$ cat src/include/core_consts.svh
`ifndef CORE_CONSTS_SVH
`define CORE_CONSTS_SVH

// ********************
// Core dimensions
// ********************

// Data path and address width in bits
`define XLEN 32

// Architectural registers including x0
`define REG_COUNT 32

// ********************
// Reset values
// ********************

// First fetch address
`define RESET_PC 32'h0000_0000

// Stack pointer x2 after reset
`define INIT_SP 32'd1000

`endif
$ cat src/hw/rv_isa_pkg.sv
`include "core_consts.svh"

package rv_isa_pkg;

	typedef logic [`XLEN-1:0] word_t;
	typedef logic [$clog2(`REG_COUNT)-1:0] reg_idx_t;

	// Major opcodes of the supported subset
	typedef enum logic [6:0] {
		OPC_LOAD   = 7'b0000011,
		OPC_OP_IMM = 7'b0010011,
		OPC_STORE  = 7'b0100011,
		OPC_OP     = 7'b0110011,
		OPC_LUI    = 7'b0110111
	} opcode_e;

	typedef enum logic [2:0] {
		F3_ADD = 3'b000,
		F3_XOR = 3'b100,
		F3_OR  = 3'b110,
		F3_AND = 3'b111
	} funct3_e;

	// Upper function bits of R-type
	typedef enum logic [6:0] {
		F7_BASE = 7'b0000000,
		F7_ALT  = 7'b0100000
	} funct7_e;

	typedef enum logic [2:0] {
		ALU_ADD,
		ALU_SUB,
		ALU_AND,
		ALU_OR,
		ALU_XOR,
		ALU_PASS_B
	} alu_op_e;

	// R-type field layout; the other formats share these positions
	typedef struct packed {
		logic [6:0] funct7;
		reg_idx_t   rs2;
		reg_idx_t   rs1;
		logic [2:0] funct3;
		reg_idx_t   rd;
		logic [6:0] opcode;
	} inst_fields_t;

endpackage

$ cat src/hw/core_pipe_pkg.sv
`include "core_consts.svh"

package core_pipe_pkg;

	// Fetch to decode
	typedef struct packed {
		logic [`XLEN-1:0] pc;
		logic [`XLEN-1:0] inst;
	} fetch_pl_t;

	// Decode to execute
	typedef struct packed {
		logic [`XLEN-1:0]    op1;
		logic [`XLEN-1:0]    op2;
		logic [`XLEN-1:0]    rs2_data;
		rv_isa_pkg::alu_op_e alu_op;
		logic                mem_read;
		logic                mem_write;
		logic                rf_wen;
		rv_isa_pkg::reg_idx_t rd;
	} exec_pl_t;

	// Execute to memory
	typedef struct packed {
		logic [`XLEN-1:0]     alu_out;
		logic [`XLEN-1:0]     store_data;
		logic                 mem_read;
		logic                 mem_write;
		logic                 rf_wen;
		rv_isa_pkg::reg_idx_t rd;
	} mem_pl_t;

	// Register write from the memory stage back into decode
	typedef struct packed {
		logic                 valid;
		rv_isa_pkg::reg_idx_t rd;
		logic [`XLEN-1:0]     data;
	} wb_t;

	typedef enum logic [2:0] {
		DMEM_NONE  = 3'd0,
		DMEM_READ  = 3'd1,
		DMEM_WRITE = 3'd2
	} dmem_cmd_e;

	typedef struct packed {
		dmem_cmd_e        cmd;
		logic [`XLEN-1:0] addr;
		logic [`XLEN-1:0] wdata;
		logic [`XLEN-1:0] wmask;
	} dmem_req_t;

endpackage

$ cat src/hw/core_pipeline.sv
`timescale 1ns/10ps
`include "core_consts.svh"

module core_pipeline (
	input  logic                     clk,
	input  logic                     arst_n,
	output logic                     inst_start,
	input  logic                     inst_ready,
	output logic [`XLEN-1:0]         i_addr,
	input  logic [`XLEN-1:0]         inst,
	input  logic                     inst_valid,
	output core_pipe_pkg::dmem_req_t d_req,
	input  logic                     d_cmd_ready,
	input  logic [`XLEN-1:0]         rdata,
	input  logic                     rdata_valid
);

	logic                      f_valid;
	logic                      f_ready;
	core_pipe_pkg::fetch_pl_t  f_data;
	logic                      d_in_valid;
	logic                      d_in_ready;
	core_pipe_pkg::fetch_pl_t  d_in_data;
	logic                      d_valid;
	logic                      d_ready;
	core_pipe_pkg::exec_pl_t   d_data;
	logic                      x_valid;
	logic                      x_ready;
	core_pipe_pkg::exec_pl_t   x_in_data;
	core_pipe_pkg::mem_pl_t    x_data;
	logic                      m_valid;
	logic                      m_ready;
	core_pipe_pkg::mem_pl_t    m_in_data;
	core_pipe_pkg::wb_t        wb;

	// ********************
	// Fetch and decode
	// ********************
	fetch_stage fetch0 (
		.clk(clk), .arst_n(arst_n),
		.inst_start(inst_start), .inst_ready(inst_ready), .i_addr(i_addr),
		.inst(inst), .inst_valid(inst_valid),
		.out_valid(f_valid), .out_ready(f_ready), .out_data(f_data)
	);

	stage_reg #(.payload_t(core_pipe_pkg::fetch_pl_t)) fd_reg0 (
		.clk(clk), .arst_n(arst_n),
		.in_valid(f_valid), .in_ready(f_ready), .in_data(f_data),
		.out_valid(d_in_valid), .out_ready(d_in_ready), .out_data(d_in_data)
	);

	decode_stage decode0 (
		.clk(clk), .arst_n(arst_n),
		.in_valid(d_in_valid), .in_ready(d_in_ready), .in_data(d_in_data),
		.out_valid(d_valid), .out_ready(d_ready), .out_data(d_data), .wb(wb)
	);

	// ********************
	// Execute and memory
	// ********************
	stage_reg #(.payload_t(core_pipe_pkg::exec_pl_t)) de_reg0 (
		.clk(clk), .arst_n(arst_n),
		.in_valid(d_valid), .in_ready(d_ready), .in_data(d_data),
		.out_valid(x_valid), .out_ready(x_ready), .out_data(x_in_data)
	);

	// Execute is combinational so its handshake runs straight through
	execute_stage execute0 (
		.in_data(x_in_data), .out_data(x_data)
	);

	stage_reg #(.payload_t(core_pipe_pkg::mem_pl_t)) em_reg0 (
		.clk(clk), .arst_n(arst_n),
		.in_valid(x_valid), .in_ready(x_ready), .in_data(x_data),
		.out_valid(m_valid), .out_ready(m_ready), .out_data(m_in_data)
	);

	memory_stage memory0 (
		.clk(clk), .arst_n(arst_n),
		.in_valid(m_valid), .in_ready(m_ready), .in_data(m_in_data),
		.d_req(d_req), .d_cmd_ready(d_cmd_ready),
		.rdata(rdata), .rdata_valid(rdata_valid), .wb(wb)
	);

endmodule

$ cat src/hw/memory_stage.sv
`timescale 1ns/10ps
`include "core_consts.svh"

module memory_stage (
	input  logic                     clk,
	input  logic                     arst_n,
	input  logic                     in_valid,
	output logic                     in_ready,
	input  core_pipe_pkg::mem_pl_t   in_data,
	output core_pipe_pkg::dmem_req_t d_req,
	input  logic                     d_cmd_ready,
	input  logic [`XLEN-1:0]         rdata,
	input  logic                     rdata_valid,
	output core_pipe_pkg::wb_t       wb
);

	logic read_pending;
	logic alu_done;

	assign alu_done = in_valid && !in_data.mem_read && !in_data.mem_write;

	// ********************
	// Data command
	// ********************
	always_comb begin
		d_req.cmd = core_pipe_pkg::DMEM_NONE;
		if (in_valid && !read_pending) begin
			if (in_data.mem_write) begin
				d_req.cmd = core_pipe_pkg::DMEM_WRITE;
			end else if (in_data.mem_read) begin
				d_req.cmd = core_pipe_pkg::DMEM_READ;
			end
		end
		d_req.addr  = in_data.alu_out;
		d_req.wdata = in_data.store_data;
		// Word accesses only
		d_req.wmask = '1;
	end

	always_ff @(posedge clk or negedge arst_n) begin
		if (!arst_n) begin
			read_pending <= 1'b0;
		end else if (read_pending) begin
			if (rdata_valid) begin
				read_pending <= 1'b0;
			end
		end else if (d_req.cmd == core_pipe_pkg::DMEM_READ && d_cmd_ready) begin
			read_pending <= 1'b1;
		end
	end

	// Store leaves at acceptance, load leaves with its data
	always_comb begin
		if (read_pending) begin
			in_ready = rdata_valid;
		end else if (in_data.mem_write) begin
			in_ready = d_cmd_ready;
		end else begin
			in_ready = !in_data.mem_read;
		end
	end

	// ********************
	// Writeback record
	// ********************
	always_comb begin
		wb.rd = in_data.rd;
		if (read_pending) begin
			wb.valid = rdata_valid && in_data.rf_wen;
			wb.data  = rdata;
		end else begin
			wb.valid = alu_done && in_data.rf_wen;
			wb.data  = in_data.alu_out;
		end
	end

endmodule

$ cat src/hw/execute_stage.sv
`timescale 1ns/10ps
`include "core_consts.svh"

module execute_stage (
	input  core_pipe_pkg::exec_pl_t in_data,
	output core_pipe_pkg::mem_pl_t  out_data
);

	logic [`XLEN-1:0] result;

	// Address for loads and stores, rd value for the rest
	always_comb begin
		case (in_data.alu_op)
			rv_isa_pkg::ALU_ADD:    result = in_data.op1 + in_data.op2;
			rv_isa_pkg::ALU_SUB:    result = in_data.op1 - in_data.op2;
			rv_isa_pkg::ALU_AND:    result = in_data.op1 & in_data.op2;
			rv_isa_pkg::ALU_OR:     result = in_data.op1 | in_data.op2;
			rv_isa_pkg::ALU_XOR:    result = in_data.op1 ^ in_data.op2;
			rv_isa_pkg::ALU_PASS_B: result = in_data.op2;
			default:                result = '0;
		endcase
	end

	always_comb begin
		out_data.alu_out    = result;
		out_data.store_data = in_data.rs2_data;
		out_data.mem_read   = in_data.mem_read;
		out_data.mem_write  = in_data.mem_write;
		out_data.rf_wen     = in_data.rf_wen;
		out_data.rd         = in_data.rd;
	end

endmodule

$ cat src/hw/decode_stage.sv
`timescale 1ns/10ps
`include "core_consts.svh"

module decode_stage (
	input  logic                     clk,
	input  logic                     arst_n,
	input  logic                     in_valid,
	output logic                     in_ready,
	input  core_pipe_pkg::fetch_pl_t in_data,
	output logic                     out_valid,
	input  logic                     out_ready,
	output core_pipe_pkg::exec_pl_t  out_data,
	input  core_pipe_pkg::wb_t       wb
);

	rv_isa_pkg::inst_fields_t f;
	rv_isa_pkg::opcode_e      opcode;
	rv_isa_pkg::funct3_e      funct3;
	rv_isa_pkg::word_t        imm_i;
	rv_isa_pkg::word_t        imm_s;
	rv_isa_pkg::word_t        imm_u;
	rv_isa_pkg::word_t        rs1_val;
	rv_isa_pkg::word_t        rs2_val;
	rv_isa_pkg::alu_op_e      f3_op;
	logic                     f3_known;
	logic                     f7_known;
	logic                     use_rs1;
	logic                     use_rs2;
	logic                     writes_rd;
	logic                     rs1_busy;
	logic                     rs2_busy;
	logic                     rd_busy;
	logic                     hazard;
	logic [`XLEN-1:0]         regs [`REG_COUNT];
	logic [`REG_COUNT-1:0]    pending;

	// ********************
	// Fields and immediates
	// ********************
	assign f      = rv_isa_pkg::inst_fields_t'(in_data.inst);
	assign opcode = rv_isa_pkg::opcode_e'(f.opcode);
	assign funct3 = rv_isa_pkg::funct3_e'(f.funct3);
	assign imm_i  = {{20{in_data.inst[31]}}, in_data.inst[31:20]};
	assign imm_s  = {{20{in_data.inst[31]}}, in_data.inst[31:25], in_data.inst[11:7]};
	assign imm_u  = {in_data.inst[31:12], 12'b0};

	// Same-cycle writeback wins over the array
	assign rs1_val = (f.rs1 == '0) ? '0 :
		(wb.valid && wb.rd == f.rs1) ? wb.data : regs[f.rs1];
	assign rs2_val = (f.rs2 == '0) ? '0 :
		(wb.valid && wb.rd == f.rs2) ? wb.data : regs[f.rs2];

	always_comb begin
		f3_known = 1'b1;
		case (funct3)
			rv_isa_pkg::F3_ADD: f3_op = rv_isa_pkg::ALU_ADD;
			rv_isa_pkg::F3_XOR: f3_op = rv_isa_pkg::ALU_XOR;
			rv_isa_pkg::F3_OR:  f3_op = rv_isa_pkg::ALU_OR;
			rv_isa_pkg::F3_AND: f3_op = rv_isa_pkg::ALU_AND;
			default: begin
				f3_op    = rv_isa_pkg::ALU_ADD;
				f3_known = 1'b0;
			end
		endcase
	end

	// SUB is the only alternate encoding kept
	assign f7_known = (f.funct7 == rv_isa_pkg::F7_BASE) ||
		(f.funct7 == rv_isa_pkg::F7_ALT && funct3 == rv_isa_pkg::F3_ADD);

	always_comb begin
		out_data.alu_op    = rv_isa_pkg::ALU_ADD;
		out_data.op1       = rs1_val;
		out_data.op2       = imm_i;
		out_data.rs2_data  = rs2_val;
		out_data.mem_read  = 1'b0;
		out_data.mem_write = 1'b0;
		out_data.rd        = f.rd;
		use_rs1            = 1'b0;
		use_rs2            = 1'b0;
		writes_rd          = 1'b0;
		case (opcode)
			rv_isa_pkg::OPC_OP: begin
				use_rs1         = 1'b1;
				use_rs2         = 1'b1;
				writes_rd       = f3_known && f7_known;
				out_data.op2    = rs2_val;
				out_data.alu_op = (f.funct7 == rv_isa_pkg::F7_ALT) ? rv_isa_pkg::ALU_SUB : f3_op;
			end
			rv_isa_pkg::OPC_OP_IMM: begin
				use_rs1         = 1'b1;
				writes_rd       = f3_known;
				out_data.alu_op = f3_op;
			end
			rv_isa_pkg::OPC_LUI: begin
				writes_rd       = 1'b1;
				out_data.op2    = imm_u;
				out_data.alu_op = rv_isa_pkg::ALU_PASS_B;
			end
			rv_isa_pkg::OPC_LOAD: begin
				use_rs1           = 1'b1;
				writes_rd         = 1'b1;
				out_data.mem_read = 1'b1;
			end
			rv_isa_pkg::OPC_STORE: begin
				use_rs1            = 1'b1;
				use_rs2            = 1'b1;
				out_data.op2       = imm_s;
				out_data.mem_write = 1'b1;
			end
			// Anything else retires with no effect
			default: writes_rd = 1'b0;
		endcase
		out_data.rf_wen = writes_rd && (f.rd != '0);
	end

	// ********************
	// Scoreboard and stall
	// ********************
	assign rs1_busy = pending[f.rs1] && !(wb.valid && wb.rd == f.rs1);
	assign rs2_busy = pending[f.rs2] && !(wb.valid && wb.rd == f.rs2);
	assign rd_busy  = pending[f.rd] && !(wb.valid && wb.rd == f.rd);
	// Destination check keeps writebacks of the same register in order
	assign hazard = (use_rs1 && rs1_busy) || (use_rs2 && rs2_busy) ||
		(out_data.rf_wen && rd_busy);

	assign out_valid = in_valid && !hazard;
	assign in_ready  = out_ready && !hazard;

	always_ff @(posedge clk or negedge arst_n) begin
		if (!arst_n) begin
			pending <= '0;
		end else begin
			if (wb.valid) begin
				pending[wb.rd] <= 1'b0;
			end
			if (out_valid && out_ready && out_data.rf_wen) begin
				pending[out_data.rd] <= 1'b1;
			end
		end
	end

	// Register file with x2 as initial stack pointer
	always_ff @(posedge clk or negedge arst_n) begin
		if (!arst_n) begin
			for (int i = 0; i < `REG_COUNT; i++) begin
				regs[i] <= (i == 2) ? `INIT_SP : '0;
			end
		end else if (wb.valid && wb.rd != '0) begin
			regs[wb.rd] <= wb.data;
		end
	end

endmodule

$ cat src/hw/fetch_stage.sv
`timescale 1ns/10ps
`include "core_consts.svh"

module fetch_stage (
	input  logic                     clk,
	input  logic                     arst_n,
	output logic                     inst_start,
	input  logic                     inst_ready,
	output logic [`XLEN-1:0]         i_addr,
	input  logic [`XLEN-1:0]         inst,
	input  logic                     inst_valid,
	output logic                     out_valid,
	input  logic                     out_ready,
	output core_pipe_pkg::fetch_pl_t out_data
);

	typedef enum logic [1:0] {
		ST_IDLE,
		ST_REQ,
		ST_WAIT,
		ST_HOLD
	} state_e;

	state_e           state;
	logic [`XLEN-1:0] pc;
	logic [`XLEN-1:0] held_inst;
	logic             handoff;

	assign inst_start = (state == ST_REQ);
	assign i_addr     = pc;

	// Returned word goes straight through unless downstream is full
	assign out_valid = (state == ST_HOLD) || (state == ST_WAIT && inst_valid);
	assign handoff   = out_valid && out_ready;

	always_comb begin
		out_data.pc   = pc;
		out_data.inst = (state == ST_HOLD) ? held_inst : inst;
	end

	always_ff @(posedge clk or negedge arst_n) begin
		if (!arst_n) begin
			state <= ST_IDLE;
			pc    <= `RESET_PC;
		end else begin
			case (state)
				ST_IDLE: state <= ST_REQ;
				ST_REQ: begin
					if (inst_ready) begin
						state <= ST_WAIT;
					end
				end
				ST_WAIT: begin
					if (inst_valid && !out_ready) begin
						state <= ST_HOLD;
					end
				end
				default: state <= state;
			endcase
			// Next sequential address once the word is taken
			if (handoff) begin
				pc    <= pc + `XLEN'(4);
				state <= ST_REQ;
			end
		end
	end

	always_ff @(posedge clk) begin
		if (state == ST_WAIT && inst_valid) begin
			held_inst <= inst;
		end
	end

endmodule

$ cat src/hw/stage_reg.sv
`timescale 1ns/10ps

module stage_reg #(
	parameter type payload_t = logic
) (
	input  logic     clk,
	input  logic     arst_n,
	input  logic     in_valid,
	output logic     in_ready,
	input  payload_t in_data,
	output logic     out_valid,
	input  logic     out_ready,
	output payload_t out_data
);

	// Accept when empty or when the held item leaves this cycle
	assign in_ready = !out_valid || out_ready;

	always_ff @(posedge clk or negedge arst_n) begin
		if (!arst_n) begin
			out_valid <= 1'b0;
		end else if (in_ready) begin
			out_valid <= in_valid;
		end
	end

	// Payload only
	always_ff @(posedge clk) begin
		if (in_valid && in_ready) begin
			out_data <= in_data;
		end
	end

endmodule

$ cat config.mk
export PLATFORM = sky130hd
export DESIGN_NAME = core_pipeline
export DESIGN_NICKNAME = d
export VERILOG_FILES = /design/src/hw/rv_isa_pkg.sv /design/src/hw/core_pipe_pkg.sv /design/src/hw/core_pipeline.sv /design/src/hw/memory_stage.sv /design/src/hw/execute_stage.sv /design/src/hw/decode_stage.sv /design/src/hw/fetch_stage.sv /design/src/hw/stage_reg.sv
export VERILOG_INCLUDE_DIRS = /design/src /design/src/include
export SDC_FILE = /design/constraint.sdc
export NUM_CORES = 2
export LEC_CHECK = 0
export BUFFER_PORTS_ARGS = -buffer_cell sky130_fd_sc_hd__buf_2
export CAP_MARGIN = 20
export CORE_MARGIN = 10
export CORE_UTILIZATION = 57
export DETAILED_ROUTE_END_ITERATION = 6
export GPL_TIMING_DRIVEN = 0
export PLACE_DENSITY = 0.77
export SETUP_SLACK_MARGIN = 0.02
export SLEW_MARGIN = 5
export SYNTH_ARGS = -nofsm -noshare
export SYNTH_HDL_FRONTEND = slang
export SYNTH_SLANG_ARGS = --single-unit
$ cat constraint.sdc
create_clock -name clk -period 7 [get_ports clk]
set_input_delay 1.4 -clock clk [delete_from_list [all_inputs] [get_ports clk]]
set_output_delay 1.4 -clock clk [all_outputs]
set_load 0.03 [all_outputs]
==> key figures <==
Worst hold path
  – Worst Hold Depth: 0
  – Hold path endpoint: em_reg0.out_data[16]
  – Hold_sp: de_reg0.out_data[19]
  – Hold Path Class: register to register

Finish
  – Fin area: 0.0799 mm²
  – Layout area overhead: 13.3%
  – FILL cells: 9285
  – Share of cells above drive strength 1: 21.7%
  – Final Net Count: 6688

Floorplanning
  – Die Width: 372 µm
  – Die area: 0.138 mm²
  – Rows: 129
  – IO Pins: 202
  – Core Area: 0.123 mm²
  – Die Span Y: 372 µm
  – Initial Util: 57.2%

Logic synthesis
  – Post-synth EDFFs: 243
  – Synth Register Bits: 1335
  – Async set-or-reset flop fraction in the synthesized netlist: 81.8%
  – Synthesized area per cell: 11.6 µm²
  – Cell area after synthesis: 0.0706 mm²
  – Cell taking the most area after synthesis: dfrtp_1
  – Synth cell types: 71
  – Post-synth top flop: dfrtp_1
  – Post-synth top cells: 1086 x dfrtp_1, 859 x nor2_1, 781 x a21oi_1
  – Top cells by area, synth: dfrtp_1 39%, mux4_2 20%, edfxtp_1 10%
  – Post-Syn Instances: 6068
  – Synth top area share: 38.5%
  – Top-count cell post-synth: dfrtp_1
  – Sequential-to-total area share from yosys stat: 49.1%
  – YS warnings: 0

Worst setup path
  – WP buf/inv: 5
  – WP data arrival: 6.58 ns
  – Crit path required time: 7.54 ns
  – Delay-heaviest family, CP: buffers and inverters
  – Critical Path Fanout Max: 11
  – Reg-to-Reg Start: fd_reg0.out_data[21]
  – Capturing point of the worst reg2reg path: de_reg0.out_data[61]
  – CP startpoint kind: register
  – FF-to-FF path depth: 10
  – Most frequent CP cell: buf_2
  – Critical-path cell list: buf_2 > buf_2 > buf_2 > clkbuf_1 > buf_2 > mux2i_1 > a211oi_1 > a21oi_1 > a211oi_1 > a221o_1
  – Max incr delay on CP: 1.02 ns
  – Reg2Reg Setup Slack: 0.96 ns
  – Crit Path Class: register to register
  – Worst setup EP type: register
  – Slowest cell on crit path: clkbuf_1

Pwr
  – Switch share: 42.2%
  – Clock Power Share: 22.5%
  – Leakage: 0.0341 µW
  – Sequential power share: 33.3%
  – Pwr Density: 434 mW/mm²
  – Max VDD drop: 0.319 mV
  – Combinational share of power: 44.2%
  – Cell Int Power: 20000 µW
  – P_sw: 14600 µW

Route
  – Antenna viol nets, final: 0
  – Initial DRT Pass Iterations: 7
  – Via Count: 60185
  – Routed WL: 298 mm
  – Drt wl/cell: 36.0 µm
  – # DRC: 19
  – DR iter-0 viols: 10803
  – Routed vias/inst: 7.27

CTS
  – Post-CTS sizing: 0
  – CTS Buffer Depth: 3
  – Total CTS buffers: 144
  – Post-CTS Hold Fix Bufs: 0
  – Sink Count: 1335
  – Postcts setup bufs: 0
  – Clk Tree Root Cell: clkbuf_16
  – Clock H-tree levels: 4
  – Clock Latency Late Sink: 0.82 ns
  – CTS tree: yes
  – Clock-pin slew on the worst setup and hold paths: 0.06 ns

Global route
  – GRT Max-Usage Layer: met2
  – Total GRT Usage: 42.6%
  – GRT overflow: 0
  – Number of global-route vias before repair: 58443
  – Met3 usage: 26.7%
  – Largest net degree at the start of global routing: 163
  – Global routing usage on met1: 46.7%
  – Met2 Usage GRT: 58.1%
  – First-pass GRT wire length: 416 mm
  – Initial antenna violation count: 35

Timing
  – Maximum clock rate: 0.166 GHz
  – Slew margin rel.: 7.44%
  – Setup TNS: 0 ns
  – Tmin final: 6.04 ns
  – Final slew viol count: 0
  – Hold Fails Final Rpt: 0
  – Worst-Margin Slew: 1.39 ns
  – Clock Skew: 0.0372 ns
  – Final setup viols: 0
  – Final period util: 86.3%
  – RSZ-0062 raised after global routing: false

Run
  – Max-cap violations: 0

Placed design
  – GPL Wtd Cong: 1.06
  – Count of input and output buffers: 166
  – HPWL Detailed: 212 mm
  – Placement Cell Area: 0.0747 mm²

Run status
  – Outcome: finished, violations left
  – Failing checks: DRC
## flip-flops by register name (all words and copies together) (netlist names)
signal / cells
decode0.regs: 1024
de_reg0.out_data: 107
em_reg0.out_data: 72
decode0.pending: 32
fd_reg0.out_data: 32
fetch0.held_inst: 32
fetch0.i_addr: 30
fetch0.state: 2
de_reg0.out_valid: 1
em_reg0.out_valid: 1
fd_reg0.out_valid: 1
memory0.read_pending: 1
## cell usage in the layout (no fill, tap or decap), types with 102 or more instances in the layout
cell	instances
nor2_1	858
clkbuf_1	487
nand2_1	400
a21oi_1	781
buf_4	145
ha_1	102
edfxtp_1	243
buf_2	215
clkbuf_16	151
mux4_2	632
o21ai_0	359
inv_1	125
dfrtp_1	1086
## cell type report
class | instances | area, µm² | share of cell area, %
diodes | 22 | 55.1 | 0.0689
plain buffers | 727 | 3300 | 4.12
clock buffers | 196 | 4130 | 5.16
clock inverters | 57 | 566 | 0.707
inverters | 125 | 469 | 0.587
multi-input cells | 3914 | 32400 | 40.5
flip-flops and latches | 1335 | 34600 | 43.3
well taps | 1637 | 2050 | 2.56
repair buffers | 268 | 2360 | 2.95
## power by group through the flow
stage / registers, µW / clock network [µW] / logic, µW
after floorplan: 11000 / 0 / 8890
after global placement: 11500 / 0 / 13500
after detailed placement: 11600 / 0 / 14100
after CTS: 11400 / 7720 / 14200
after global routing: 11700 / 8040 / 15600
final: 11500 / 7800 / 15300
## cells by family after synthesis
logic type                 after synthesis  synth area share [%]
DFF                                   1335                  49.1
xor gates and xnor gates                95                  1.18
AOI/OAI and AO/OA                     1391                  11.0
adders and majority gates              103                  1.84
other                                    2                0.0106
buffers and inverters                  852                  5.30
and+or+nand+nor                       1464                  8.55
muxes                                  826                  23.1
## worst max-delay path by stage
stage	depth (start not counted)	to	from
4_1_cts	15	em_reg0.out_data[69]	de_reg0.out_data[10]
5_1_grt	10	de_reg0.out_data[61]	fd_reg0.out_data[21]
3_3_place_gp	1	decode0.regs[783]	arst_n
3_5_place_dp	15	em_reg0.out_data[69]	de_reg0.out_data[10]
2_1_floorplan	8	de_reg0.out_data[0]	rdata_valid
6_report	10	de_reg0.out_data[61]	fd_reg0.out_data[21]
## layer usage
| metal | vias to the layer above | wire (µm) |
|---|---|---|
| met5 | - | 779 |
| met3 | 1898 | 54600 |
| li1 | 22815 | - |
| met4 | 41 | 30800 |
| met1 | 29576 | 91000 |
| met2 | 5855 | 121000 |
## worst reg2reg max path, cell delays in order, from the launching register on
cell and delay [ns]:
edfxtp_1 0.31, buf_2 0.22, buf_2 0.29, buf_2 0.66, clkbuf_1 1.03, buf_2 0.87, mux2i_1 0.60, a211oi_1 0.15
a21oi_1 0.93, a211oi_1 0.37, a221o_1 0.37
## stage by stage
step / cells / setup WS [ns] / power [µW] / hold WS, ns / utilization, %
detailed placement: 7969 / 1.39 / 25700 / 0.405 / 60.6
floorplan: 6101 / 1.41 / 19900 / 0.400 / -
global placement: 7904 / -19.45 / 25000 / 0.401 / 59.7
finish: 8281 / 0.962 / 34700 / 0.417 / 64.8
CTS: 8222 / 1.38 / 33400 / 0.418 / 64.4
global route: 8264 / 1.40 / 35300 / 0.426 / 64.8
No activity file was read; power rests on OpenSTA's default activity.
